==> src/verilog/clock_set_defs.svh <==
`ifndef CLOCK_SET_DEFS_SVH
`define CLOCK_SET_DEFS_SVH

// edges a button pair must be held before the counter reaches the act point
`define HOLD_CYCLES 3

// year(4) month(2) day(2) hour(2) minute(2) second(2)
`define NUM_DIGITS 14

// cursor starts on the year thousands digit
`define CURSOR_START 13

// 2023-01-01 00:00:00 in packed BCD
`define RESET_DATE 56'h2023_01_01_00_00_00

`endif

==> src/verilog/hold_detect.sv <==
`include "clock_set_defs.svh"

module hold_detect (
    input  logic clk,
    input  logic start_set,
    input  logic first,
    input  logic second,
    output logic first_pulse,
    output logic second_pulse
);

    // one step past the threshold so the counter can park there
    localparam int CNT_W = $clog2(`HOLD_CYCLES + 2);

    logic [CNT_W-1:0] hold_cnt;
    logic             held;
    logic             fire;

    assign held = first | second;

    always_ff @(posedge clk or posedge start_set) begin
        if (start_set) begin
            hold_cnt <= '0;
        end else if (!held) begin
            hold_cnt <= '0;
        end else if (hold_cnt != CNT_W'(`HOLD_CYCLES + 1)) begin
            hold_cnt <= hold_cnt + 1'b1;   // saturates, no auto repeat
        end
    end

    assign fire         = held && (hold_cnt == CNT_W'(`HOLD_CYCLES));
    assign first_pulse  = fire & first;
    assign second_pulse = fire & ~first & second;

endmodule

==> config.mk <==
export PLATFORM = sky130hd
export DESIGN_NAME = hold_detect
export DESIGN_NICKNAME = d
export VERILOG_FILES = /design/src/verilog/hold_detect.sv
export VERILOG_INCLUDE_DIRS = /design/src /design/src/verilog
export SDC_FILE = /design/constraint.sdc
export NUM_CORES = 1
export LEC_CHECK = 0
export BUFFER_PORTS_ARGS = -buffer_cell sky130_fd_sc_hd__buf_4
export CAP_MARGIN = 40
export CORE_AREA = 2 2 39 41
export CTS_CLUSTER_DIAMETER = 120
export DETAILED_ROUTE_END_ITERATION = 6
export DIE_AREA = 0 0 41 43
export PLACE_DENSITY = 0.3
export SKIP_CTS_REPAIR_TIMING = 1
export SKIP_LAST_GASP = 1
export SLEW_MARGIN = 10
export SYNTH_ARGS = -nofsm -noshare
export SYNTH_HDL_FRONTEND = slang
export SYNTH_SLANG_ARGS = --single-unit
==> constraint.sdc <==
create_clock -name clk -period 1.4 [get_ports clk]
set_input_delay 0.14 -clock clk [delete_from_list [all_inputs] [get_ports clk]]
set_output_delay 0.14 -clock clk [all_outputs]
set_load 0.02 [all_outputs]
==> key figures <==
Cells and area
  • Final cell count without fillers: 49
  • Largest register FFs: 3
  • Register area: 75.1 um^2
  • Area grow syn2layout: 66.9%
  • Final Instance Area: 328 um^2
  • Largest regs: hold_cnt x3
  • # nets final: 41
  • Fin util: 0.237
  • Layout cells sized above 1: 0.394
  • Ant diodes: 0
  • Reg with most FFs: hold_cnt
  • Filler Cell Count: 160
  • Multi-input logic area: 121 um^2

Routing
  • Routed wire length per instance: about 8.7 um
  • Post-Route WL: between 400 and 500 um
  • Drt first pass iters: 3
  • DRC errors left: 0
  • Via/cell ratio: approximately 3.8
  • Vias: 188
  • Remaining antenna violation count: 0
  • 1st-iter DRT viols: 2

Timing
  • Worst hold slack: approximately 0.21 ns
  • Final hold vios: 0
  • Layout Skew: ~0.0021 ns
  • Slew Limit Headroom: 0.820
  • Fin. max-slew vios: 0
  • # setup viols final: 1
  • Fin crit period: 1.40 ns
  • Unrepaired setup endpoints after global routing: true
  • Final worst setup slack: -0.00437 ns
  • F_max: 712 MHz
  • Share of the clock period used by the worst path: 1.00
  • Measured slew at the worst slew-check pin: 0.269 ns

GRT
  • Vias in the first global route: 179
  • Antenna violations before repair: 0
  • Global-route wire length before repair: 724 um
  • Largest net degree at the start of global routing: 7
  • Grt ovf: 0
  • Tot GR Track Use: 0.0665

Pwr
  • Maximum VDD drop: 681 uV
  • LEAKAGE: around 0.00017 uW
  • Power Density: around 1900 nW/um^2

Placement
  • IO buf count: 5
  • HPWL Detailed: 287 um
  • Gpl congestion: 0.601
  • Placed Area: 254 um^2
  • Placed Cells: 42
  • Setup WS pre-CTS: 0.162 ns

Floorplan
  • Initial Utilization: 0.142
  • I/O pin total: 6
  • Die area: 1760 um^2
  • Total core area: roughly 1400 um^2
  • Die Wd: 41 um
  • Die Y: ~43 um
  • Row cnt: 14

Synth
  • Mean Syn Cell Area: 9.35 um^2
  • Syn Inst Count: 21
  • Yosys reg bits: 3
  • Post-synth top area share: 0.382
  • Synth Warn #: 0
  • Synth Net Count: 28
  • Post-Synth Simple-Gate Area: 0.166
  • Mapped cell area: just under 200 um^2
  • XOR/XNOR Fraction of Synth Area: 0
  • Synth top area cells: dfrtp_1, ha_1, inv_1
  • Cell variety after synth: 12
  • Seq/Total Area, Yosys: 0.382
  • Mux cell area share after synthesis: 0
  • Post-synthesis adder-cell area fraction: 0.191
  • Synth Area in Compound Gates: 0.185
  • Post-synth top area cell: dfrtp_1
  • Largest family of logic cells by synthesized area: adder cells

Setup path
  • Setup crit start kind: flop
  • Setup crit end kind: output port
  • R2r setup slk: ~0.24 ns
  • CP Launch Point: hold_cnt[0]
  • Critical Path AT: 1.26 ns
  • R2R Path Start: hold_cnt[1]
  • Worst Path Max Fanout: 3
  • CP required: 1.26 ns
  • WS Path Type: reg2out

Run
  • Max-Cap Viols: 0

Clocking
  • CTS tree: built
  • Sink Count: 3
  • Clk_lat worst skew: 0.23 ns
  • Maximum buffer depth of the clock tree: 2
  • CTS root buf: clkbuf_4
  • Inserted Clock Buffers: 3
  • Worst-path clk slew: roughly 0.04 ns
  • H-tree depth: 1

Hold path
  • Hold Crit Class: in2reg
  • Hold Crit Start: second

Status
  • Violated checks: setup timing
  • Status: complete, but fails checks
cell type report:
type,instances,share of cell area
Tap cell,16,0.0611
Timing Repair Buffer,8,0.214
Sequential cell,3,0.229
Clock buffer,4,0.0802
Multi-Input combinational cell,14,0.370
Inverter,4,0.0458
report_power, final:
group | switching (uW) | internal, uW
clock network | 42.7 | 107
logic | 139 | 174
registers | 43.0 | 131
total | 224 | 412
kinds of logic (layout without fill, tap and decap cells):
| group | after synthesis | after routing |
|---|---|---|
| AO/OA/AOI/OAI | 5 | 5 |
| AND/OR/NAND/NOR | 6 | 6 |
| buffers and inverters | 4 | 16 |
| flip-flops | 3 | 3 |
| adder cells (fa/ha/maj) | 3 | 3 |
synthesized netlist by cell type (all sizes together):
master,n
and3b,1
a21oi,3
inv,4
nand3,2
a21o,1
nand2,1
dfrtp,3
a21bo,1
and2,1
ha,3
nor2,1
worst max-delay path, stage by stage, from the launching register on:
cell     delay, ns
dfrtp_1       0.39
ha_2          0.20
ha_4          0.15
and3b_1       0.16
buf_6         0.13
per-stage QoR:
| step | total power [uW] | setup TNS [ns] |
|---|---|---|
| after detailed placement | 412 | 0 |
| after CTS | 571 | -0.151 |
| after global placement | 408 | 0 |
| final | 636 | -0.00437 |
| after floorplan | 352 | 0 |
| after global routing | 716 | -0.0780 |
per-layer routing:
metal  vias up  routed length [um]  share of wire  global-route usage
met5         -                   0              0                   0
met2         2                 240           0.56              0.0750
met4         0                   0              0              0.0800
met3         0                  10          0.023              0.0314
li1         92                   -              -                   -
met1        94                 177           0.41              0.0779
final timing paths:
path,cells past startpoint,endpoint
worst max-delay path,4,second_pulse
worst min-delay path,3,hold_cnt[1]
worst max register to register,5,hold_cnt[1]
worst min register to register,2,hold_cnt[2]
max in group asynchronous,3,hold_cnt[1]
min in group asynchronous,3,hold_cnt[2]
cell usage in the layout (no fill, tap or decap), drive strengths merged:
master and n:
a21oi 3, nor2 1, dlygate4sd3 1, dfrtp 3, a21o 1, and3b 1
a21bo 1, clkbuf 4, nand2 1, ha 3, buf 7, inv 4
and2 1, nand3 2
No activity file was read; power rests on OpenSTA's default activity.
