**src/verilog/clock_set_defs.svh**
```systemverilog
`ifndef CLOCK_SET_DEFS_SVH
`define CLOCK_SET_DEFS_SVH

// edges a button pair must be held before the counter reaches the act point
`define HOLD_CYCLES 3

// year(4) month(2) day(2) hour(2) minute(2) second(2)
`define NUM_DIGITS 14

// cursor starts on the year thousands digit
`define CURSOR_START 13

// 2023-01-01 00:00:00 in packed BCD
`define RESET_DATE 56'h2023_01_01_00_00_00

`endif

```
**src/verilog/clock_set_pkg.sv**
```systemverilog
package clock_set_pkg;

`include "clock_set_defs.svh"

    // raw button levels
    typedef struct packed {
        logic left;
        logic right;
        logic up;
        logic down;
    } buttons_t;

    // field view of the record, most significant first
    typedef struct packed {
        logic [15:0] year;   // four bcd digits
        logic [7:0]  month;
        logic [7:0]  day;
        logic [7:0]  hour;
        logic [7:0]  minute;
        logic [7:0]  second;
    } time_fields_t;

    // same 56 bits seen as fields or as individual digits
    // digit 0 is seconds units, digit 13 is year thousands
    typedef union packed {
        time_fields_t                        fields;
        logic [`NUM_DIGITS-1:0][3:0]         digits;
    } time_word_u;

    typedef logic [3:0] digit_idx_t;

    // legal span of the digit under the cursor
    typedef struct packed {
        logic [3:0] min;
        logic [3:0] max;
    } digit_range_t;

endpackage

```
**src/verilog/digit_cursor.sv**
```systemverilog
`include "clock_set_defs.svh"

module digit_cursor (
    input  logic                      clk,
    input  logic                      start_set,
    input  logic                      move_left,
    input  logic                      move_right,
    output clock_set_pkg::digit_idx_t cursor
);

    localparam clock_set_pkg::digit_idx_t LAST_IDX =
        clock_set_pkg::digit_idx_t'(`NUM_DIGITS - 1);

    always_ff @(posedge clk or posedge start_set) begin
        if (start_set) begin
            cursor <= clock_set_pkg::digit_idx_t'(`CURSOR_START);
        end else if (move_left) begin
            // toward the more significant digits
            if (cursor >= LAST_IDX) begin
                cursor <= '0;
            end else begin
                cursor <= cursor + 1'b1;
            end
        end else if (move_right) begin
            if (cursor == '0) begin
                cursor <= LAST_IDX;        // wrap back to year thousands
            end else begin
                cursor <= cursor - 1'b1;
            end
        end
    end

endmodule

```
**config.mk**
```make
export PLATFORM = sky130hd
export DESIGN_NAME = digit_cursor
export DESIGN_NICKNAME = d
export VERILOG_FILES = /design/src/verilog/clock_set_pkg.sv /design/src/verilog/digit_cursor.sv
export VERILOG_INCLUDE_DIRS = /design/src /design/src/verilog
export SDC_FILE = /design/constraint.sdc
export NUM_CORES = 1
export LEC_CHECK = 0
export BUFFER_PORTS_ARGS = -buffer_cell sky130_fd_sc_hd__buf_2
export CORE_AREA = 4 4 41 43
export CTS_CLUSTER_SIZE = 8
export DETAILED_ROUTE_END_ITERATION = 8
export DIE_AREA = 0 0 45 47
export SLEW_MARGIN = 10
export SYNTH_ARGS = -nofsm -noshare
export SYNTH_HDL_FRONTEND = slang
export SYNTH_SLANG_ARGS = --single-unit
```
**constraint.sdc**
```tcl
create_clock -name clk -period 4 [get_ports clk]
set_clock_uncertainty 0.05 [all_clocks]
set_input_delay 0 -clock clk [delete_from_list [all_inputs] [get_ports clk]]
set_output_delay 0 -clock clk [all_outputs]
set_load 0.005 [all_outputs]
```
==> metrics.md <==
| Metric | Value |
|---|---|
| Status | finished clean |
| Num rows | 13 |
| Synth warn | 0 |
| Die Y | 47 µm |
| Most common cell in the netlist | inv_1 |
| Clock Root Buffer | clkbuf_4 |
| Non-filler cells, final | 69 |
| Mapped Cells | 43 |
| Multi-input logic area | 221 µm² |
| DRT iter0 DRCs | 7 |
| Pwr Density | 737 nW/µm² |
| Seq/Total Area, Yosys | 0.289 |
| DR vias/cell | 4.99 |
| Max-slew violations | 0 |
| Layout Nets | 63 |
| Post-CTS setup buffers | 0 |
| Diode count | 0 |
| H-tree levels | 1 |
| Max reg flops | 4 |
| Die area | 2120 µm² |
| Total GRT Usage | 0.0934 |
| Combinational fraction of design power | 0.480 |
| Routability Congestion | 0.807 |
| Ranking of synthesized cells by area | dfstp_2 22%, ha_1 14%, dfrtp_1 7.0% |
| Critical Path End Type | flop |
| Worst Path Class, Setup | flop to flop |
| Peak Freq | 0.614 GHz |
| Worst vdd ir | 0.000366 V |
| Grt met1 use | 0.110 |
| Grt ovf | 0 |
| FF+latch count, synth | 4 |
| Worst-margin pin slew | 224 ps |
| Pleak | 0.000190 µW |
| Core Region | 1300 µm² |
| Pint | 186 µW |
| Largest net degree at the start of global routing | 11 |
| Max-Cap Viols | 0 |
| Detailed Routing Iterations Pass 1 | 4 |
| Ys async rst share | 1.00 |
| Unique cell type count in the Yosys netlist | 23 |
| Grt met2 use | 0.130 |
| Antenna violations before repair | 0 |
| Largest registers | cursor (4) |
| Worst r2r path cells | 5 |
| Most frequent cells after synthesis | 6 x inv_1, 4 x ha_1, 4 x nand3_1, 4 x o21ai_0 |
| Final hold viol count | 0 |
| Layout area overhead | 22.0% |
| IO Pins | 8 |
| Syn Std Cell Area | 359 µm² |
| Setup TNS | 0 ps |
| Fillers | 147 |
| Mapped Avg Cell Area | 8.35 µm² |
| CTS tree | built |
| Psw | 136 µW |
| Vias in the first global route | 318 |
| Yosys top cell area share | 0.220 |
| Synth Flop Type | dfstp_2 |
| Switching share of power | 0.422 |
| GRT Max-Usage Layer | met2 |
| Required time worst endpoint | 4130 ps |
| Num CTS Buffers | 3 |
| Hpwl dp | 589 µm |
| GRT met3 Usage | 0.0690 |
| Seq pwr share | 0.348 |
| Starting Density | 0.276 |
| Slew margin rel. | 0.850 |
| Syn nets | 51 |
| First-pass GRT wire length | 1340 µm |
| Synth area leader | dfstp_2 |
| Hold Crit Class | primary input to flop |
| Routed Antenna Nets | 0 |
| RSZ-0062 raised after global routing | false |
| Post-layout min period | 1630 ps |
| Die Wd | 45 µm |
| Worst Path Arrival | 1760 ps |
| Via count | 344 |
| Routed wire length per instance | 11.3 µm |
| Port bufs | 7 |
| Startpoint types | flop |
| Clock Sinks | 4 |
| Drt total wl | 781 µm |
| Clk network pwr share | 0.172 |
| Skew-Pair Late Insertion Delay | 240 ps |
| Hold depth | 2 |
| Number of buffers on the longest clock path | 2 |
| Final setup vio count | 0 |
| Fin crit share | 0.407 |
| Largest register by flop count | cursor |
| Post-synth EDFFs | 0 |
| Remaining DRCs | 0 |
| Clk pin slew, worst setup/hold paths | 40 ps |
| Cts repair resizes | 0 |
| Reg area | 104 µm² |
| Inst Count DP | 64 |
| Post-Route Utilization | 0.337 |
| Top fanout value on the critical path | 5 |
| WHS | 16.0 ps |
| Layout cell share with drive strength beyond 1 | 0.278 |
==> power by group through the flow <==
stage	combinational (µW)	clock, µW	sequential [µW]
6_report	155	55.5	112
2_1_floorplan	127	0	99.8
3_3_place_gp	155	0	113
4_1_cts	158	57.6	113
5_1_grt	181	62.7	119
3_5_place_dp	157	0	113
==> stage by stage <==
step | instance area (µm²) | power [µW] | setup slack, ps
global placement | 402 | 268 | 2350
CTS | 438 | 328 | 2370
global route | 438 | 362 | 2260
finish | 438 | 323 | 2370
detailed placement | 402 | 270 | 2380
floorplan | 359 | 227 | 2450
==> layer usage <==
metal / vias to the layer above / part of all wire
li1: 177 / -
met5: - / 0
met4: 0 / 0
met3: 0 / 0.088
met2: 15 / 0.47
met1: 152 / 0.44
==> repair_timing <==
item                                    4_1_cts  5_1_grt
hold buffers                                  1        0
endpoints found under the hold margin         4        0
endpoints found under the setup margin        0        0
==> layout by cell type (no fill, tap or decap) <==
master	count
a32oi_1	1
dfrtp_1	1
nand3_1	4
dfstp_2	3
nand2_1	2
nor3_1	1
o22a_1	1
nor2_1	3
nand4_1	1
dlygate4sd3_1	1
a21oi_1	1
clkbuf_4	3
o211ai_1	2
a211oi_2	1
inv_1	6
or3b_4	1
a311oi_1	1
ha_1	4
nor2b_1	1
clkbuf_1	1
buf_2	7
a31oi_1	1
o21a_1	1
o21ai_0	4
o21ai_1	1
nand2b_1	1
==> area by class of cell <==
| type | count | area share |
|---|---|---|
| multi-input combinational | 32 | 0.506 |
| sequential | 4 | 0.237 |
| timing repair buffer | 8 | 0.103 |
| clock buffer | 4 | 0.0600 |
| inverter | 6 | 0.0514 |
| tap | 15 | 0.0429 |
==> final timing paths <==
| kind | startpoint | endpoint | slack (ps) |
|---|---|---|---|
| min in group asynchronous | start_set | cursor[1] | 140 |
| min reg2reg | cursor[2] | cursor[2] | 540 |
| max in group asynchronous | start_set | cursor[3] | 3530 |
| max | cursor[1] | cursor[0] | 2370 |
| min | move_left | cursor[1] | 20 |
| max reg2reg | cursor[1] | cursor[0] | 2370 |
==> worst max-delay path: stages, from the launching register on <==
cell and delay [ps]:
dfrtp_1 410, inv_1 150, ha_1 200, or3b_4 390, a211oi_2 210, o22a_1 160
==> kinds of logic after synthesis <==
family	share of synthesized area
flops	0.289
fa+ha+maj	0.139
simple gates	0.206
compound gates	0.272
buf+inv	0.0941
Power figures use the tool's default switching activity.
