### config.mk
export PLATFORM = sky130hd
export DESIGN_NAME = digit_limits
export DESIGN_NICKNAME = d
export VERILOG_FILES = /design/src/verilog/clock_set_pkg.sv /design/src/verilog/digit_limits.sv
export VERILOG_INCLUDE_DIRS = /design/src /design/src/verilog
export SDC_FILE = /design/constraint.sdc
export NUM_CORES = 1
export LEC_CHECK = 0
export BUFFER_PORTS_ARGS = -buffer_cell sky130_fd_sc_hd__buf_2
export CAP_MARGIN = 20
export CORE_UTILIZATION = 38
export DETAILED_ROUTE_END_ITERATION = 8
export PLACE_DENSITY = 0.9
export SLEW_MARGIN = 0
export SYNTH_ARGS = -nofsm -noshare
export SYNTH_HDL_FRONTEND = slang
export SYNTH_SLANG_ARGS = --single-unit
### constraint.sdc
create_clock -name vclk -period 5.1
set_input_delay 0.255 -clock vclk [all_inputs]
set_output_delay 0.255 -clock vclk [all_outputs]
set_load 0.02 [all_outputs]
### src/verilog/clock_set_defs.svh
`ifndef CLOCK_SET_DEFS_SVH
`define CLOCK_SET_DEFS_SVH

// edges a button pair must be held before the counter reaches the act point
`define HOLD_CYCLES 3

// year(4) month(2) day(2) hour(2) minute(2) second(2)
`define NUM_DIGITS 14

// cursor starts on the year thousands digit
`define CURSOR_START 13

// 2023-01-01 00:00:00 in packed BCD
`define RESET_DATE 56'h2023_01_01_00_00_00

`endif

### src/verilog/clock_set_pkg.sv
package clock_set_pkg;

`include "clock_set_defs.svh"

    // raw button levels
    typedef struct packed {
        logic left;
        logic right;
        logic up;
        logic down;
    } buttons_t;

    // field view of the record, most significant first
    typedef struct packed {
        logic [15:0] year;   // four bcd digits
        logic [7:0]  month;
        logic [7:0]  day;
        logic [7:0]  hour;
        logic [7:0]  minute;
        logic [7:0]  second;
    } time_fields_t;

    // same 56 bits seen as fields or as individual digits
    // digit 0 is seconds units, digit 13 is year thousands
    typedef union packed {
        time_fields_t                        fields;
        logic [`NUM_DIGITS-1:0][3:0]         digits;
    } time_word_u;

    typedef logic [3:0] digit_idx_t;

    // legal span of the digit under the cursor
    typedef struct packed {
        logic [3:0] min;
        logic [3:0] max;
    } digit_range_t;

endpackage

### src/verilog/digit_limits.sv
module digit_limits (
    input  clock_set_pkg::time_word_u   record,
    input  clock_set_pkg::digit_idx_t   cursor,
    output clock_set_pkg::digit_range_t range
);

    clock_set_pkg::time_fields_t f;
    logic [6:0] yy_bin;
    logic [6:0] cc_bin;
    logic       leap_year;
    logic       february;
    logic       long_month;

    assign f = record.fields;

    // split year into century and year-of-century for the leap test
    assign yy_bin = {3'b000, f.year[7:4]} * 7'd10 + {3'b000, f.year[3:0]};
    assign cc_bin = {3'b000, f.year[15:12]} * 7'd10 + {3'b000, f.year[11:8]};

    assign leap_year = (yy_bin == 7'd0) ? (cc_bin[1:0] == 2'b00)
                                        : (yy_bin[1:0] == 2'b00);

    assign february = (f.month == 8'h02);

    always_comb begin
        case (f.month)
            8'h01, 8'h03, 8'h05, 8'h07, 8'h08, 8'h10, 8'h12: long_month = 1'b1;
            default: long_month = 1'b0;
        endcase
    end

    always_comb begin
        range.min = 4'd0;
        range.max = 4'd9;
        case (cursor)
            4'd10: begin                                   // year units
                if (f.year[15:4] == 12'h000) begin
                    range.min = 4'd1;                      // no year 0000
                end
            end
            4'd9: range.max = 4'd1;                        // month tens
            4'd8: begin
                if (f.month[7:4] == 4'd1) begin
                    range.max = 4'd2;
                end else begin
                    range.min = 4'd1;
                end
            end
            4'd7: range.max = february ? 4'd2 : 4'd3;      // day tens
            4'd6: begin                                    // day units
                case (f.day[7:4])
                    4'd0: range.min = 4'd1;
                    4'd1: range.max = 4'd9;
                    4'd2: begin
                        if (february) begin
                            range.max = leap_year ? 4'd9 : 4'd8;
                        end
                    end
                    default: range.max = long_month ? 4'd1 : 4'd0;
                endcase
            end
            4'd5: range.max = 4'd2;                        // hour tens
            4'd4: range.max = (f.hour[7:4] == 4'd2) ? 4'd3 : 4'd9;
            4'd3: range.max = 4'd5;                        // minute tens
            4'd1: range.max = 4'd5;                        // second tens
            default: begin
                range.min = 4'd0;
                range.max = 4'd9;
            end
        endcase
    end

endmodule

==> results.tsv <==
stage	metric	value	unit
worst_setup_path	worst path arrival time	2.45	ns
sta	setup total negative slack	0	ns
power	post-layout power	0.0581	mW
worst_setup_path	startpoint type of the worst setup path	primary input	
drt	Wirelength per Cell	12.1	um
drt	Met1 Routed Length	627	um
layout	antenna diode count	0	
drt	Detail Route Antenna Nets	0	
global_route	pin count of the biggest net entering global routing	12	
global_route	antenna violations before repair	0	
layout	number of filler cells placed in the layout	147	
floorplan	cell row count	13	
global_route	wire length of the first global-routing pass	2.73	mm
yosys	mean cell area of the mapped netlist	7.77	um^2
cts	post-cts repair resize count	0	
power	reported leakage power	0.380	nW
layout	FF/Latch Area	0	um^2
layout	highest-count cells in the layout ignoring fill and taps	buf_2 (41), inv_1 (8), ha_1 (6)	
sta	number of endpoints failing setup at the final stage	0	
yosys	count of unique library cells instantiated by Yosys	41	
floorplan	Die Footprint	1720	um^2
worst_hold_path	min-delay worst type	in -> out	
layout	Post-Route Utilization	56.6	%
floorplan	vertical extent of the die	41.4	um
layout	post-layout net count	183	
worst_setup_path	Worst EP required	4.85	ns
layout	number of non-filler instances in the completed layout	128	
floorplan	floorplan core area	1370	um^2
drt	Routed met2 length	835	um
floorplan	number of top-level pins	68	
drt	routed wire length on met3	86	um
sta	final period utilization	52.9	%
drt	vias after detailed routing	716	
floorplan	starting density of the core	43.2	%
layout	post-route cell area	773	um^2
drt	residual DRC count	0	
yosys	total of warnings raised by yosys	0	
global_route	global routing usage summed across all routing layers	19.1	%
worst_setup_path	ordered cell list for the critical path	buf_2 -> ha_1 -> ha_1 -> inv_1 -> fa_1 -> xor2_1 -> a2111oi_0 -> o211ai_1 -> a221o_1 -> buf_2	
floorplan	width of the chip	41.4	um
placed_design	cell total after placement	128	
layout	sequential cell count of the final layout	0	
layout	multi-input gate area in the final layout	519	um^2
global_route	Congestion Overflow GR	0	
worst_setup_path	critical path class	in -> out	
placed_design	weighted congestion at the end of routability-driven global placement	0.794	
flow_run	count of maximum capacitance violations	0	
power	largest vdd supply drop	0.0000320	V
worst_setup_path	Max Fanout on Critical Path	4	
sta	total count of hold-check failures in the final report	0	
placed_design	Placement Cell Area	773	um^2
layout	# clk buffers	0	
drt	wire length reported by the detailed router	1.55	mm
placed_design	IO buf count	41	
status	run status	finished clean	
sta	unrepaired setup endpoints after global routing	false	
power	power density over the cells	75.1	nW/um^2
placed_design	HPWL after DPL	1.37	mm
worst_setup_path	highest cell delay on the worst timing path	0.40	ns
layout	layout cells sized above 1	42.5	%
cts	number of buffers inserted to repair setup after CTS	0	
layout	most common cell after layout, fill and taps aside	buf_2	
drt	DRC marker count from the first detailed-route iteration	8	
drt	length of the first detailed-routing pass in iterations	3	
global_route	vias in the first global route	689	
yosys	sequential fraction of the synthesis area	0	%
yosys	combined area of all synthesized cells	591	um^2
drt	vias per std cell	5.59	
sta	highest attainable clock frequency	370	MHz
yosys	number of cells produced by synthesis	76	
sta	Final Slew Violations	0	
sta	final critical delay including setup and external delays	2.70	ns
worst_setup_path	slowest stage cell on the critical path	a2111oi_0	
worst_setup_path	crit end category	output port	
layout	Area Overhead vs Synth	30.9	%
drt	top sig layer	met3	
cts	number of buffers inserted for hold repair after clock tree synthesis	0	
==> kinds of logic after synthesis <==
logic type,count (synthesis),share of synthesized area (%)
XOR/XNOR,3,4.45
AO/OA/AOI/OAI,21,25.2
AND/OR/NAND/NOR,29,36.9
adder cells (fa/ha/maj),8,19.5
other,1,0.635
buffers and inverters,14,13.3
==> synth_stat cells (2+ instances only) <==
cell	instances	area [um^2]
xor2_1	3	26.3
nor4b_1	2	17.5
nor2b_1	3	18.8
inv_1	8	30.0
a21oi_1	5	25.0
nor3_1	3	15.0
nor4_1	3	18.8
buf_4	5	37.5
fa_1	2	40.0
o21ai_0	3	15.0
ha_1	6	75.1
nand2_1	4	15.0
==> per-stage QoR <==
| step | hold slack (ns) | setup WS, ns |
|---|---|---|
| after CTS | 0.867 | 2.37 |
| after global placement | 0.873 | 2.44 |
| after detailed placement | 0.866 | 2.40 |
| after global routing | 0.906 | 2.18 |
| after floorplan | 0.587 | 2.72 |
| final | 0.871 | 2.40 |
==> power by group <==
part	leakage, nW	total [mW]	internal [mW]	switching (mW)
combinational	0.380	0.0581	0.0272	0.0309
sequential	0	0	0	0
clock	0	0	0	0
==> final timing paths <==
path                  slack [ns]  depth (start not counted)       end  startpoint
worst max-delay path        2.40                         10  range[0]  record[45]
worst min-delay path        0.87                          3  range[4]   cursor[0]
==> layout make-up <==
| type | instances | area share (%) |
|---|---|---|
| tap | 15 | 2.43 |
| timing repair buffer | 41 | 26.5 |
| inverter | 8 | 3.88 |
| multi-input combinational | 64 | 67.2 |
==> worst max-delay path: cells and delay by family <==
family          cells  cell delay, ns
xor+xnor            1            0.16
fa+ha+maj           3            0.78
compound gates      3            0.91
buf+inv             3            0.34
==> routing by layer <==
layer	vias to the layer above	GRT usage [%]
li1	358	-
met1	328	22.3
met2	30	39.1
met3	0	0.435
met4	0	1.29
met5	-	0
Note: power is estimated with default switching activity, not from simulation.
