==> src/verilog/clock_set_defs.svh <==
`ifndef CLOCK_SET_DEFS_SVH
`define CLOCK_SET_DEFS_SVH

// edges a button pair must be held before the counter reaches the act point
`define HOLD_CYCLES 3

// year(4) month(2) day(2) hour(2) minute(2) second(2)
`define NUM_DIGITS 14

// cursor starts on the year thousands digit
`define CURSOR_START 13

// 2023-01-01 00:00:00 in packed BCD
`define RESET_DATE 56'h2023_01_01_00_00_00

`endif

==> src/verilog/clock_set_pkg.sv <==
package clock_set_pkg;

`include "clock_set_defs.svh"

    // raw button levels
    typedef struct packed {
        logic left;
        logic right;
        logic up;
        logic down;
    } buttons_t;

    // field view of the record, most significant first
    typedef struct packed {
        logic [15:0] year;   // four bcd digits
        logic [7:0]  month;
        logic [7:0]  day;
        logic [7:0]  hour;
        logic [7:0]  minute;
        logic [7:0]  second;
    } time_fields_t;

    // same 56 bits seen as fields or as individual digits
    // digit 0 is seconds units, digit 13 is year thousands
    typedef union packed {
        time_fields_t                        fields;
        logic [`NUM_DIGITS-1:0][3:0]         digits;
    } time_word_u;

    typedef logic [3:0] digit_idx_t;

    // legal span of the digit under the cursor
    typedef struct packed {
        logic [3:0] min;
        logic [3:0] max;
    } digit_range_t;

endpackage

==> src/verilog/time_register.sv <==
`include "clock_set_defs.svh"

module time_register (
    input  logic                        clk,
    input  logic                        start_set,
    input  logic                        step_up,
    input  logic                        step_down,
    input  clock_set_pkg::digit_idx_t   cursor,
    input  clock_set_pkg::digit_range_t range,
    output clock_set_pkg::time_word_u   record
);

    logic [3:0] cur_digit;
    logic [3:0] next_digit;

    assign cur_digit = record.digits[cursor];

    always_comb begin
        next_digit = cur_digit;
        if (step_up) begin
            if (cur_digit >= range.max) begin
                next_digit = range.min;            // wrap to bottom
            end else begin
                next_digit = cur_digit + 4'd1;
            end
        end else if (step_down) begin
            if (cur_digit <= range.min) begin
                next_digit = range.max;
            end else begin
                next_digit = cur_digit - 4'd1;
            end
        end
    end

    // only the selected digit moves, neighbours stay as they are
    always_ff @(posedge clk or posedge start_set) begin
        if (start_set) begin
            record <= `RESET_DATE;
        end else if (step_up || step_down) begin
            record.digits[cursor] <= next_digit;
        end
    end

endmodule

==> config.mk <==
export PLATFORM = sky130hd
export DESIGN_NAME = time_register
export DESIGN_NICKNAME = d
export VERILOG_FILES = /design/src/verilog/clock_set_pkg.sv /design/src/verilog/time_register.sv
export VERILOG_INCLUDE_DIRS = /design/src /design/src/verilog
export SDC_FILE = /design/constraint.sdc
export NUM_CORES = 1
export LEC_CHECK = 0
export ABC_CLOCK_PERIOD_IN_PS = 3000
export BUFFER_PORTS_ARGS = -buffer_cell sky130_fd_sc_hd__buf_2
export CORE_UTILIZATION = 45
export DETAILED_ROUTE_END_ITERATION = 10
export PLACE_DENSITY_LB_ADDON = 0.08
export SLEW_MARGIN = 15
export SYNTH_ARGS = -nofsm -noshare
export SYNTH_HDL_FRONTEND = slang
export SYNTH_SLANG_ARGS = --single-unit
export TNS_END_PERCENT = 1
==> constraint.sdc <==
create_clock -name clk -period 3 [get_ports clk]
set_input_delay 0.15 -clock clk [delete_from_list [all_inputs] [get_ports clk]]
set_output_delay 0.15 -clock clk [all_outputs]
set_load 0.02 [all_outputs]
==> results, run 1 <==
- The height of the die is 85.1 um.
- At the later pin of the worst-skew pair, clock insertion delay measures 0.31 ns.
- The fraction of the core area covered by cells at the end of the flow is 67.0%.
- Setup repair after global routing could not meet its margin everywhere.
- The worst clock skew is 0.00748 ns.
- The run finished, with violations left.
- The count of cells along the worst register-to-register path is 15.
- The primary flip-flop cell chosen by synthesis mapping is sky130_fd_sc_hd__dfrtp_1.
- The type of the worst setup path is reg2reg.
- The number of fill cells is 560.
- The number of max-slew violations in the final report was 0.
- The number of nets produced by synthesis is 320.
- The number of synthesized flops with an enable pin is 0.
- The number of DRC violations after detailed-routing iteration 0 is 109.
- The initial core utilization is 47.8%.
- The analysis attributes to cell leakage a power of 1.98 nW.
- The wire length after detailed routing is 9170 um.
- STA puts the critical path data required time at 3.18 ns.
- The total number of clock tree sinks is 56.
- The relative slew slack is 48.8%.
- The placer congestion estimate is 0.853.
- The synthesized area per cell is 10.6 sq um.
- The arrival time reported for the critical path endpoint is 3.44 ns.
- The count of vias placed by the detailed router is 2845.
- In this run the remaining antenna-violating nets after routing total 0.
- The class of the tightest hold or removal check is in2reg.
- The antenna diode count is 0.
- The share of layout cells above drive strength 1 is 52.4%.
- Dividing total power by cell area gives a power density of 933 nW/um^2.
- The maximum buffer depth of the clock tree is 2.
- OpenSTA, run right after detailed placement, puts the worst setup slack at -0.503 ns.
- Entering global routing, the biggest net connects 38 pins.
- The worst register-to-register path ends at record[55]$_DFFE_PP0P_.
- The number of instances in the synthesized netlist is 294.
- The area of the die is 7240 sq um.
- Counting the buffers created by CTS gives 5.
- Global routing used 26.2% of the available tracks.
- The minimum hold slack is 0.434 ns.
- The critical path startpoint category is a flop.
- The synthesized design contains 56 register bits.
- After detailed routing, the number of remaining DRC violations is 0.
- The final critical-path share of the clock period is 109%.
- The synthesis warning total is 0.
- In this design, the stage delay of the slowest critical-path cell is 0.47 ns.
- The routed wirelength normalized by instance count is 18.0 um.
- The final critical-path setup slack is -0.263 ns.
- The netlist area before placement is 3110 sq um.
- In the final design database the tool counted 456 nets.
- Pin placement for this block handled 72 I/O pins.
- In this run the clock root is driven by a sky130_fd_sc_hd__clkbuf_8.
- The clock-pin slew on the worst setup and hold paths is 0.10 ns.
- The minimum clock period after layout is 3.26 ns.
- The maximum frequency from static timing analysis is 306 MHz.
- The aggregate global routing overflow is 0.
- Ranked by flip-flop count, first place goes to record.
- The tool flagged a number of max-cap violations equal to 0.
- The iteration count of the initial detailed-routing pass is 5.
- The number of global-route vias before repair came to 2828.
- Relative to the synthesized area, the layout overhead comes to 40.2%.
- After floorplanning, the core was divided into 29 placement rows.
- The share of flip-flops with an asynchronous set or reset is 100%.
- The number of endpoints with negative hold slack in the final report is 0.
- The quantity of I/O buffers inserted on ports is 71.
- The start point of the worst hold path is range[4].
- The largest registers in the layout are record x56.
- The die is 85.1 um wide.
- Setup violations remaining at the end of the flow were counted as 28.
- The signal on the critical path passes through mux4_2 > mux2i_2 > o21a_4 > inv_4 > ha_4 > nor2b_4 > o21ai_2 > buf_4 > a21o_4 > a221oi_4 > o32ai_2 > mux2i_2 > buf_4 > clkbuf_16 > a31oi_1.
- The number of cells traversed by the worst hold path is 6.
- The worst reg2reg path startpoint is record[37]$_DFFE_PP0P_.
- The number of antenna violations at the first check in global routing is 0.
- The final reports fail on setup timing.
- After floorplanning, the core was sized to cover 6490 sq um.
- The worst IR drop on VDD is 0.000578 V.
- Using the TritonRoute via totals, the vias-per-cell ratio works out to 5.60.
- The HPWL reported at the end of detailed placement is 6640 um.
- The worst hold endpoint is record[32]$_DFFE_PP1P_.
- For the pin with the worst max-slew slack, the measured transition is 0.767 ns.
- The first global-routing pass estimated 14500 um of wire.
- The proportion of synthesized chip area in sequential cells is 45.4%.
- Along the worst path, the maximum fanout reaches 7.
- The number of distinct library cell variants in the gate-level netlist after synthesis is 45.
- In this run the register-to-register setup slack is -0.26 ns.
- The critical path's slowest cell is sky130_fd_sc_hd__mux4_2.
- The TritonCTS clock tree is done.
- The register with the most flip-flops in the layout has 56 of them.
- The post-route total power is 4.06 mW.
- The number of H-tree levels is 2.
- The worst setup path is captured at a flop.
==> critical path: cells and delay by family, from the launching register on <==
family	cells	cell delay, ns
and+or+nand+nor	1	0.14
adders and majority gates	1	0.27
buffers and inverters	4	0.49
AOI/OAI and AO/OA	6	1.01
muxes	3	0.81
DFF	1	0.41
==> worst max path at each step <==
stage                                start                      to  slack (ns)
floorplan            record[0]$_DFFE_PP0P_   record[7]$_DFFE_PP0P_       -0.08
global placement                 cursor[0]  record[37]$_DFFE_PP0P_       -0.44
CTS                  record[8]$_DFFE_PP0P_  record[27]$_DFFE_PP0P_       -0.19
detailed placement               cursor[0]  record[29]$_DFFE_PP0P_       -0.50
global route        record[37]$_DFFE_PP0P_  record[27]$_DFFE_PP0P_       -0.38
finish              record[37]$_DFFE_PP0P_  record[55]$_DFFE_PP0P_       -0.26
==> area by class of cell <==
| class | count | area [sq um] | area share [%] |
|---|---|---|---|
| Multi-Input combinational cell | 213 | 1740 | 39.9 |
| Clock buffer | 6 | 82.6 | 1.90 |
| Inverter | 11 | 43.8 | 1.01 |
| Tap cell | 77 | 96.3 | 2.21 |
| Sequential cell | 56 | 1420 | 32.5 |
| Timing Repair Buffer | 143 | 966 | 22.2 |
| Clock inverter | 2 | 13.8 | 0.316 |
==> Yosys cell counts, types with 2 or more instances <==
| library cell | count | area (sq um) |
|---|---|---|
| sky130_fd_sc_hd__a21oi_1 | 33 | 165 |
| sky130_fd_sc_hd__a31oi_1 | 16 | 100 |
| sky130_fd_sc_hd__a31oi_4 | 2 | 42.5 |
| sky130_fd_sc_hd__and3_1 | 2 | 12.5 |
| sky130_fd_sc_hd__buf_2 | 3 | 15.0 |
| sky130_fd_sc_hd__buf_4 | 3 | 22.5 |
| sky130_fd_sc_hd__buf_6 | 4 | 45.0 |
| sky130_fd_sc_hd__clkbuf_1 | 4 | 15.0 |
| sky130_fd_sc_hd__dfrtp_1 | 50 | 1250 |
| sky130_fd_sc_hd__dfstp_2 | 6 | 158 |
| sky130_fd_sc_hd__ha_1 | 10 | 125 |
| sky130_fd_sc_hd__inv_1 | 10 | 37.5 |
| sky130_fd_sc_hd__mux2_2 | 14 | 158 |
| sky130_fd_sc_hd__mux2i_1 | 11 | 110 |
| sky130_fd_sc_hd__mux2i_2 | 2 | 27.5 |
| sky130_fd_sc_hd__mux4_2 | 9 | 203 |
| sky130_fd_sc_hd__nand2_1 | 12 | 45.0 |
| sky130_fd_sc_hd__nand2b_1 | 3 | 18.8 |
| sky130_fd_sc_hd__nand4_1 | 2 | 12.5 |
| sky130_fd_sc_hd__nor2_1 | 57 | 214 |
| sky130_fd_sc_hd__nor2b_1 | 2 | 12.5 |
| sky130_fd_sc_hd__nor3_1 | 5 | 25.0 |
| sky130_fd_sc_hd__o211ai_1 | 2 | 15.0 |
| sky130_fd_sc_hd__o21ai_0 | 4 | 20.0 |
| sky130_fd_sc_hd__o21ai_1 | 3 | 15.0 |
| sky130_fd_sc_hd__o2bb2ai_1 | 2 | 17.5 |
| sky130_fd_sc_hd__o32ai_1 | 2 | 17.5 |
| sky130_fd_sc_hd__or2_1 | 2 | 12.5 |
| sky130_fd_sc_hd__or3_1 | 3 | 18.8 |
==> power by group <==
group          switching (mW)  internal [mW]  total [mW]
clock network           0.259          0.190       0.449
registers               0.189           1.07        1.26
logic                    1.23           1.12        2.35
total                    1.68           2.38        4.06
==> logic make-up after synthesis <==
kind of cell	share of synthesized area, %
multiplexers	16.9
AND/OR/NAND/NOR	13.1
adder cells (fa/ha/maj)	4.03
buffers and inverters	4.47
flip-flops	45.4
AO/OA/AOI/OAI	15.9
XOR/XNOR	0.282
==> cells in the final DEF (no fill, tap or decap), types with 3 or more instances in the layout <==
| master | count |
|---|---|
| sky130_fd_sc_hd__a31oi_1 | 16 |
| sky130_fd_sc_hd__dfrtp_2 | 5 |
| sky130_fd_sc_hd__ha_1 | 8 |
| sky130_fd_sc_hd__inv_1 | 7 |
| sky130_fd_sc_hd__nor3_1 | 5 |
| sky130_fd_sc_hd__buf_2 | 71 |
| sky130_fd_sc_hd__mux2_2 | 12 |
| sky130_fd_sc_hd__mux2i_1 | 10 |
| sky130_fd_sc_hd__a21oi_1 | 21 |
| sky130_fd_sc_hd__o21ai_2 | 3 |
| sky130_fd_sc_hd__nor2_1 | 57 |
| sky130_fd_sc_hd__dfrtp_1 | 45 |
| sky130_fd_sc_hd__mux2i_2 | 3 |
| sky130_fd_sc_hd__a21oi_2 | 11 |
| sky130_fd_sc_hd__nand2b_1 | 3 |
| sky130_fd_sc_hd__clkbuf_8 | 6 |
| sky130_fd_sc_hd__mux4_2 | 9 |
| sky130_fd_sc_hd__inv_2 | 3 |
| sky130_fd_sc_hd__nand2_1 | 12 |
| sky130_fd_sc_hd__dfstp_2 | 6 |
| sky130_fd_sc_hd__buf_12 | 4 |
| sky130_fd_sc_hd__buf_4 | 66 |
==> metal layers <==
metal	up-vias	part of all wire, %	GRT usage (%)	wire length, um
li1	1334	-	-	-
met2	74	49	42.5	4450
met3	10	5.4	3.89	493
met4	0	1.2	6.32	110
met1	1427	45	37.2	4110
met5	-	0	0	0
==> timing repair <==
action,CTS,global route
hold buffers,1,0
hold endpoints to repair,30,0
pin swaps,0,6
setup endpoints to repair,56,56
cloned,0,1
buffers inserted,0,2
resized for setup,10,24
==> metrics by stage <==
| step | instance area, sq um | TNS (ns) | cells |
|---|---|---|---|
| CTS | 4210 | -3.02 | 505 |
| detailed placement | 4050 | -16.49 | 496 |
| global placement | 4050 | -13.55 | 496 |
| global route | 4350 | -7.96 | 508 |
| floorplan | 3130 | -1.59 | 294 |
| finish | 4350 | -3.63 | 508 |
(Power assumes the default switching activity.)
==> run 2: changes to the inputs <==
Settings changed: CTS_BUF_LIST from default to sky130_fd_sc_hd__clkbuf_16.
==> run 2 against run 1 <==
The run ends with hold timing, setup timing left. Clock skew fell by 0.0039 ns. Critical endpoint unchanged. Hold slack got worse by 0.45 ns. Power rose by 2.9%. Wire length is 0.67% higher. Count of clock-buffer cells in the layout fell by 1. Sequential power hardly changed. Setup slack improved by 0.0018 ns. Combinational power is essentially flat. Register-to-register slack barely moved. First-iteration DRC count up 42%. Die area stayed put.
==> results, run 2 (synthesis gave the netlist of run 1 again) <==
- The flow ran to the end, but the final reports show violations.
- The final reports fail on hold timing, setup timing.
- The count of cells along the worst register-to-register path is 15.
- Leaving out fill and tap cells, the most frequent cells in the layout are 71 x sky130_fd_sc_hd__buf_2, 67 x sky130_fd_sc_hd__buf_4, 57 x sky130_fd_sc_hd__nor2_1.
- The number of global-route vias before repair is 2820.
- The share of total power in the clock network is 14.1%.
- In this run, the number of DRC markers left after iteration 0 of detailed routing was 155.
- For the finished layout, the period the worst path requires is 3.26 ns.
- Once placement completed, the tool counted placed cells totaling 496.
- Timing would allow up to 307 MHz.
- The H-tree generated during clock tree synthesis spans 2 levels.
- The width of the die is 85.1 um.
- The TritonCTS buffer count is 5.
- In the final layout, the share of cells above drive strength 1 is 51.3%.
- The ratio of routed vias to standard cells is 5.60.
- The number of flip-flops in the largest register is 56.
- TritonCTS built the clock tree.
- Fill cells in the final layout number 555.
- The number of endpoints with negative hold slack in the final report is 16.
- The placer congestion estimate is 0.853.
- The global-route usage over all layers is 26.5%.
- The part of the power in registers is 30.3%.
- The routed wirelength normalized by instance count is 18.2 um.
- The worst path uses 109% of the clock period.
- Summing all flip-flop and latch instances after layout gives 1420 sq um.
- The switching share of total power is 40.3%.
- The area of the die is 7240 sq um.
- The max capacitance violation total is 0.
- The worst setup path is captured at a flop.
- Setup repair after global routing could not meet its margin everywhere.
- The count of vias placed by the detailed router is 2843.
- Of all nets on the critical path, the largest fanout is 7.
- The net count of the finished layout is 456.
- The total net switching power is 1.69 mW.
- record holds more flip-flops than any other register.
- 0 antenna diodes ended up in the layout.
- The arrival time reported for the critical path endpoint is 3.42 ns.
- No sink is reached through more buffers than the 2 on the longest clock path.
- The first-pass GRT wire length is 14600 um.
- STA puts the critical path data required time at 3.16 ns.
- For this design, the sink count on the clock tree is 56.
- The HPWL reported at the end of detailed placement is 6640 um.
- The pre-CTS setup slack is -0.503 ns.
- The clock latency on the worst-skew pair is 0.29 ns.
- Entering global routing, the biggest net connects 38 pins.
- The leakage power total is 2.00 nW.
- IR analysis of the VDD net gives a maximum drop of 0.000661 V.
- The internal power contribution is 2.49 mW.
- Final hold analysis gives a worst-case slack of -0.0108 ns.
- The final critical-path setup slack is -0.261 ns.
- From bottom edge to top edge, the die measures 85.1 um.
- In the final layout, the registers with the most flip-flops are record x56.
- The filler-free cell count of the finished design is 508.
- The tightest min-delay check is of the in2async type.
- The quantity of I/O buffers inserted on ports is 71.
- The type of the worst setup path is reg2reg.
- The core area is 6490 sq um.
- The number of placement rows is 29.
- For this run the aggregate overflow at the end of global routing stands at 0.
- The number of failing setup endpoints in the final timing report is 14.
- Summing internal, switching and leakage power gives 4.18 mW.
- Dividing total power by cell area gives a power density of 956 nW/um^2.
- The worst clock skew is 0.00353 ns.
- Headroom to the max-slew limit came out at 48.9%.
- The combinational fraction of design power is 55.7%.
- The number of max-slew violations in the final report is 0.
- In the routed design, unresolved DRC markers number 0.
- The wire length after detailed routing is 9230 um.
- Once detail routing completed, the nets flagged for antenna violations numbered 0.
- The number of antenna violations at the first check in global routing is 0.
- After clock tree synthesis, the clock-pin slew on the worst setup and hold paths is 0.07 ns.
- The measured slew at the worst slew-check pin is 0.765 ns.
- Summed over all failing endpoints, the final setup total negative slack is -3.40 ns.
- STA classifies the critical path startpoint as a flop.
- The most common cell after layout, fill and taps aside is sky130_fd_sc_hd__buf_2.
- Compared with the post-synthesis result, the final layout area differs by 40.7%.
- The multi-input combinational cells in the finished layout cover a total of 1710 sq um.
- The initial utilization of the core area, before any placement, comes to 47.8%.
- Clock tree synthesis selected as its root buffer the cell sky130_fd_sc_hd__clkbuf_16.
- Pin placement for this block handled 72 I/O pins.
- For this run, the detailed router's first-pass iteration total came to 4.
==> run 2: cell types whose count changed in the layout (fill, tap and decap cells not counted), moves of 5 or more <==
cell                        previous run  this run
sky130_fd_sc_hd__clkbuf_8              6         0
sky130_fd_sc_hd__a21oi_1              21        26
sky130_fd_sc_hd__a21oi_2              11         6
sky130_fd_sc_hd__clkbuf_16             1         6
==> run 2: what timing repair did <==
action,in CTS,in global routing
setup buffers,0,3
hold buffers,0,0
setup endpoints to repair,56,56
cloned,0,1
gates resized for setup,12,15
pin swaps,0,7
==> run 2: power groups by stage <==
stage	sequential, mW	clock, mW	combinational, mW
floorplan	1.63	0	0.784
global placement	1.26	0	2.11
detailed placement	1.27	0	2.14
CTS	1.26	0.596	2.22
global route	1.30	0.621	2.49
finish	1.27	0.587	2.32
==> run 2: metal layers <==
metal	global-route usage, %	routed length (um)	vias to the layer above
met2	42.4	4570	87
met1	37.4	4050	1410
met5	0	0	-
li1	-	-	1336
met3	5.06	486	10
met4	6.78	119	0
==> run 2: worst max-delay path, cell delays in order, from the launching register on <==
cell,delay [ns]
sky130_fd_sc_hd__dfrtp_1,0.40
sky130_fd_sc_hd__mux4_2,0.47
sky130_fd_sc_hd__mux2i_2,0.19
sky130_fd_sc_hd__o21a_4,0.19
sky130_fd_sc_hd__inv_4,0.04
sky130_fd_sc_hd__ha_4,0.26
sky130_fd_sc_hd__nor2b_4,0.13
sky130_fd_sc_hd__o21ai_2,0.07
sky130_fd_sc_hd__buf_4,0.13
sky130_fd_sc_hd__a21o_4,0.22
sky130_fd_sc_hd__a221oi_4,0.34
sky130_fd_sc_hd__o32ai_2,0.14
sky130_fd_sc_hd__mux2i_2,0.15
sky130_fd_sc_hd__buf_4,0.17
sky130_fd_sc_hd__clkbuf_16,0.15
sky130_fd_sc_hd__a31oi_1,0.07
==> run 2: metrics by stage <==
stage	cell area, sq um	util [%]
after global routing	4370	67.3
after detailed placement	4050	62.3
after CTS	4260	65.6
after global placement	4050	62.3
after floorplan	3130	-
final	4370	67.3
==> run 2: area by class of cell <==
class	instances	area share (%)
timing repair buffer	143	22.0
inverter	11	1.00
clock inverter	3	0.401
tap	77	2.20
multi-input combinational	213	39.1
clock buffer	5	2.86
sequential	56	32.4
==> run 2: worst paths after layout <==
check	to	slack, ns	start
min	record[9]$_DFFE_PP0P_	-0.01	start_set
max	record[55]$_DFFE_PP0P_	-0.26	record[37]$_DFFE_PP0P_
min in group clk	record[32]$_DFFE_PP1P_	0.45	range[4]
min reg2reg	record[38]$_DFFE_PP0P_	0.56	record[38]$_DFFE_PP0P_
max in group asynchronous	record[24]$_DFFE_PP1P_	2.19	start_set
max reg2reg	record[55]$_DFFE_PP0P_	-0.26	record[37]$_DFFE_PP0P_
==> run 3: changes to the inputs <==
Settings changed: CTS_BUF_LIST sky130_fd_sc_hd__clkbuf_16 to sky130_fd_sc_hd__clkbuf_8 sky130_fd_sc_hd__clkbuf_16, PLACE_DENSITY from default to 0.79, PLACE_DENSITY_LB_ADDON 0.08 to default.
==> run 3 against run 2 <==
The flow finishes with violations (setup timing). Power is 2.7% lower. Register-to-register slack better by 0.06 ns. Sequential share of layout area is 0.39 points higher. Critical path depth is 3 lower. Critical path type unchanged. Highest routed layer unchanged.
==> results, run 3 (synthesis gave the netlist of run 1 again) <==
- The maximum fanout encountered on the critical timing path is 6.
- The number of max-slew violations in the final report is 0.
- The family with the most delay on the worst path is compound AO/OA/AOI/OAI gates.
- Setup repair after global routing could not meet its margin everywhere.
- The endpoint kind of the worst setup timing path is a flop.
- The count of vias placed by the detailed router is 2946.
- The arrival time reported for the critical path endpoint is 3.39 ns.
- Counting along the longest clock path gives a buffer depth of 2.
- In the layout the commonest cells are 71 x sky130_fd_sc_hd__buf_2, 67 x sky130_fd_sc_hd__buf_4, 57 x sky130_fd_sc_hd__nor2_1.
- The pin count of the biggest net entering global routing is 45.
- Summed over all layers, the global routing overflow is 0.
- The largest register by flop count is record.
- The number of global-route vias before repair is 2972.
- The worst hold path belongs to the class in2async.
- In this run the core area contains 29 standard-cell rows.
- Setup violations remaining at the end of the flow were counted as 42.
- VDD sags by at most 0.000628 V.
- Buffers inserted during clock tree synthesis total 5.
- The ratio of routed vias to standard cells is 5.81.
- 0 antenna diodes ended up in the layout.
- The final reports fail on setup timing.
- In the post-route analysis, the smallest setup slack over all paths is -0.201 ns.
- The wire length after detailed routing is 9220 um.
- The cell count after placement is 488.
- The number of antenna violations at the first check in global routing is 0.
- The area taken by flip-flops and latches is 1420 sq um.
- The area of the die is 7240 sq um.
- In this run the static leakage power is 1.95 nW.
- Clock-pin slew was measured on the worst setup and hold paths at 0.10 ns.
- The flow ran to the end, but the final reports show violations.
- The filler-free cell count of the finished design is 507.
- The iteration count of the initial detailed-routing pass is 4.
- For this design the ratio of total power to cell area is 941 nW/um^2.
- The HPWL reported at the end of detailed placement is 6640 um.
- The number of fill cells is 484.
- The root buffer cell chosen for the clock tree is sky130_fd_sc_hd__clkbuf_8.
- The placer congestion estimate is 0.902.
- The maximum frequency from static timing analysis is 312 MHz.
- The clock latency on the worst-skew pair is 0.32 ns.
- The multi-input combinational cells in the finished layout cover a total of 1720 sq um.
- At the pin with the least slew margin, the transition time is 0.907 ns.
- The number of flip-flops in the largest register is 56.
- Prior to clock tree synthesis, the placed netlist has a worst setup slack of -0.536 ns.
- The core area is 6490 sq um.
- The worst pin sits at a relative slew slack of 39.5%.
- The critical path required time is 3.19 ns.
- TritonCTS built the clock tree.
- The most common cell after layout, fill and taps aside is sky130_fd_sc_hd__buf_2.
- For this design the top-level I/O count stands at 72.
- The first-pass GRT wire length is 15000 um.
- The share of layout cells above drive strength 1 is 52.6%.
- Across the routed clock network, the largest skew measured is 0.0156 ns.
- The number of endpoints with negative hold slack in the final report is 0.
- After detailed routing, the number of remaining DRC violations is 0.
- The type of the worst setup path is reg2reg.
- Global routing used 27.0% of the available tracks across all layers.
- Dividing the detail-routed wire length by the instance count gives 18.2 um.
- The width of the die is 85.1 um.
- The layout overhead on the synthesized area is 39.0%.
- STA classifies the critical path startpoint as a flop.
- The initial core utilization is 47.8%.
- Input and output buffers added on the ports amount to 71.
- In the finished design, the share of the clock period the worst path needs comes to 107%.
- The number of DRC violations after detailed-routing iteration 0 is 337.
- The H-tree was split into 2 levels.
- The critical path's slowest cell is sky130_fd_sc_hd__mux4_2.
- The height of the die is 85.1 um.
- The clock drives 56 sinks.
- The critical path goes through mux4_2 > or2_4 > a31oi_4 > ha_4 > nand4_1 > o21ai_2 > a21o_1 > a221oi_4 > o32ai_2 > mux2i_2 > buf_4 > a31oi_1.
- The minimum clock period after layout is 3.20 ns.
- The count of buffering cells on the critical path with inverters included is 1.
- The largest registers in the layout are record x56.
- For this run, the post-layout net count is 455.
- The max capacitance violation total is 0.
- In this run the remaining antenna-violating nets after routing total 0.
- The largest stage delay on the critical path is 0.47 ns.
## run 3: area by class of cell
type | count | share of cell area [%]
multi-input cells | 213 | 39.9
repair buffers | 142 | 21.5
well taps | 77 | 2.23
inverters | 11 | 0.956
clock inverters | 3 | 0.985
clock buffers | 5 | 1.59
flip-flops and latches | 56 | 32.8
## run 3: stage by stage
step / util (%) / total power [mW] / setup TNS (ns) / cell area, sq um / hold WS [ns]
after global routing: 66.5 / 4.28 / -11.29 / 4320 / 0.0855
after global placement: 61.2 / 3.27 / -7.52 / 3970 / 0.389
final: 66.5 / 4.06 / -5.39 / 4320 / 0.0188
after CTS: 65.6 / 4.01 / -3.20 / 4260 / 0.0483
after floorplan: - / 2.42 / -1.59 / 3130 / 0.452
after detailed placement: 61.2 / 3.35 / -15.16 / 3970 / 0.403
## run 3: per-layer routing
layer | part of all wire [%] | global-route usage, %
met1 | 43 | 36.4
met5 | 0 | 0
met2 | 48 | 43.2
met3 | 6.7 | 6.61
met4 | 2.1 | 8.47
## run 3: path summary, 6_finish.rpt
kind	from	depth (start not counted)	slack, ns	end
setup / recovery	record[8]$_DFFE_PP0P_	12	-0.20	record[39]$_DFFE_PP0P_
hold reg to reg	record[4]$_DFFE_PP0P_	2	0.55	record[4]$_DFFE_PP0P_
max in group asynchronous	start_set	3	2.18	record[24]$_DFFE_PP1P_
setup reg to reg	record[8]$_DFFE_PP0P_	12	-0.20	record[39]$_DFFE_PP0P_
min in group clk	range[4]	6	0.43	record[32]$_DFFE_PP1P_
hold / removal	start_set	2	0.02	record[10]$_DFFE_PP0P_
## run 3: power by group
group / switching (mW) / total (mW) / internal, mW
sequential: 0.192 / 1.26 / 1.07
clock: 0.247 / 0.494 / 0.247
combinational: 1.23 / 2.31 / 1.08
## run 3: repair_timing
item                                    4_1_cts  5_1_grt
gates resized for setup                      21       11
buffers inserted                              9        1
hold buffers                                  0        0
hold endpoints to repair                      0        0
endpoints found under the setup margin       56       56
cloned                                        1        0
pin swaps                                     9        3
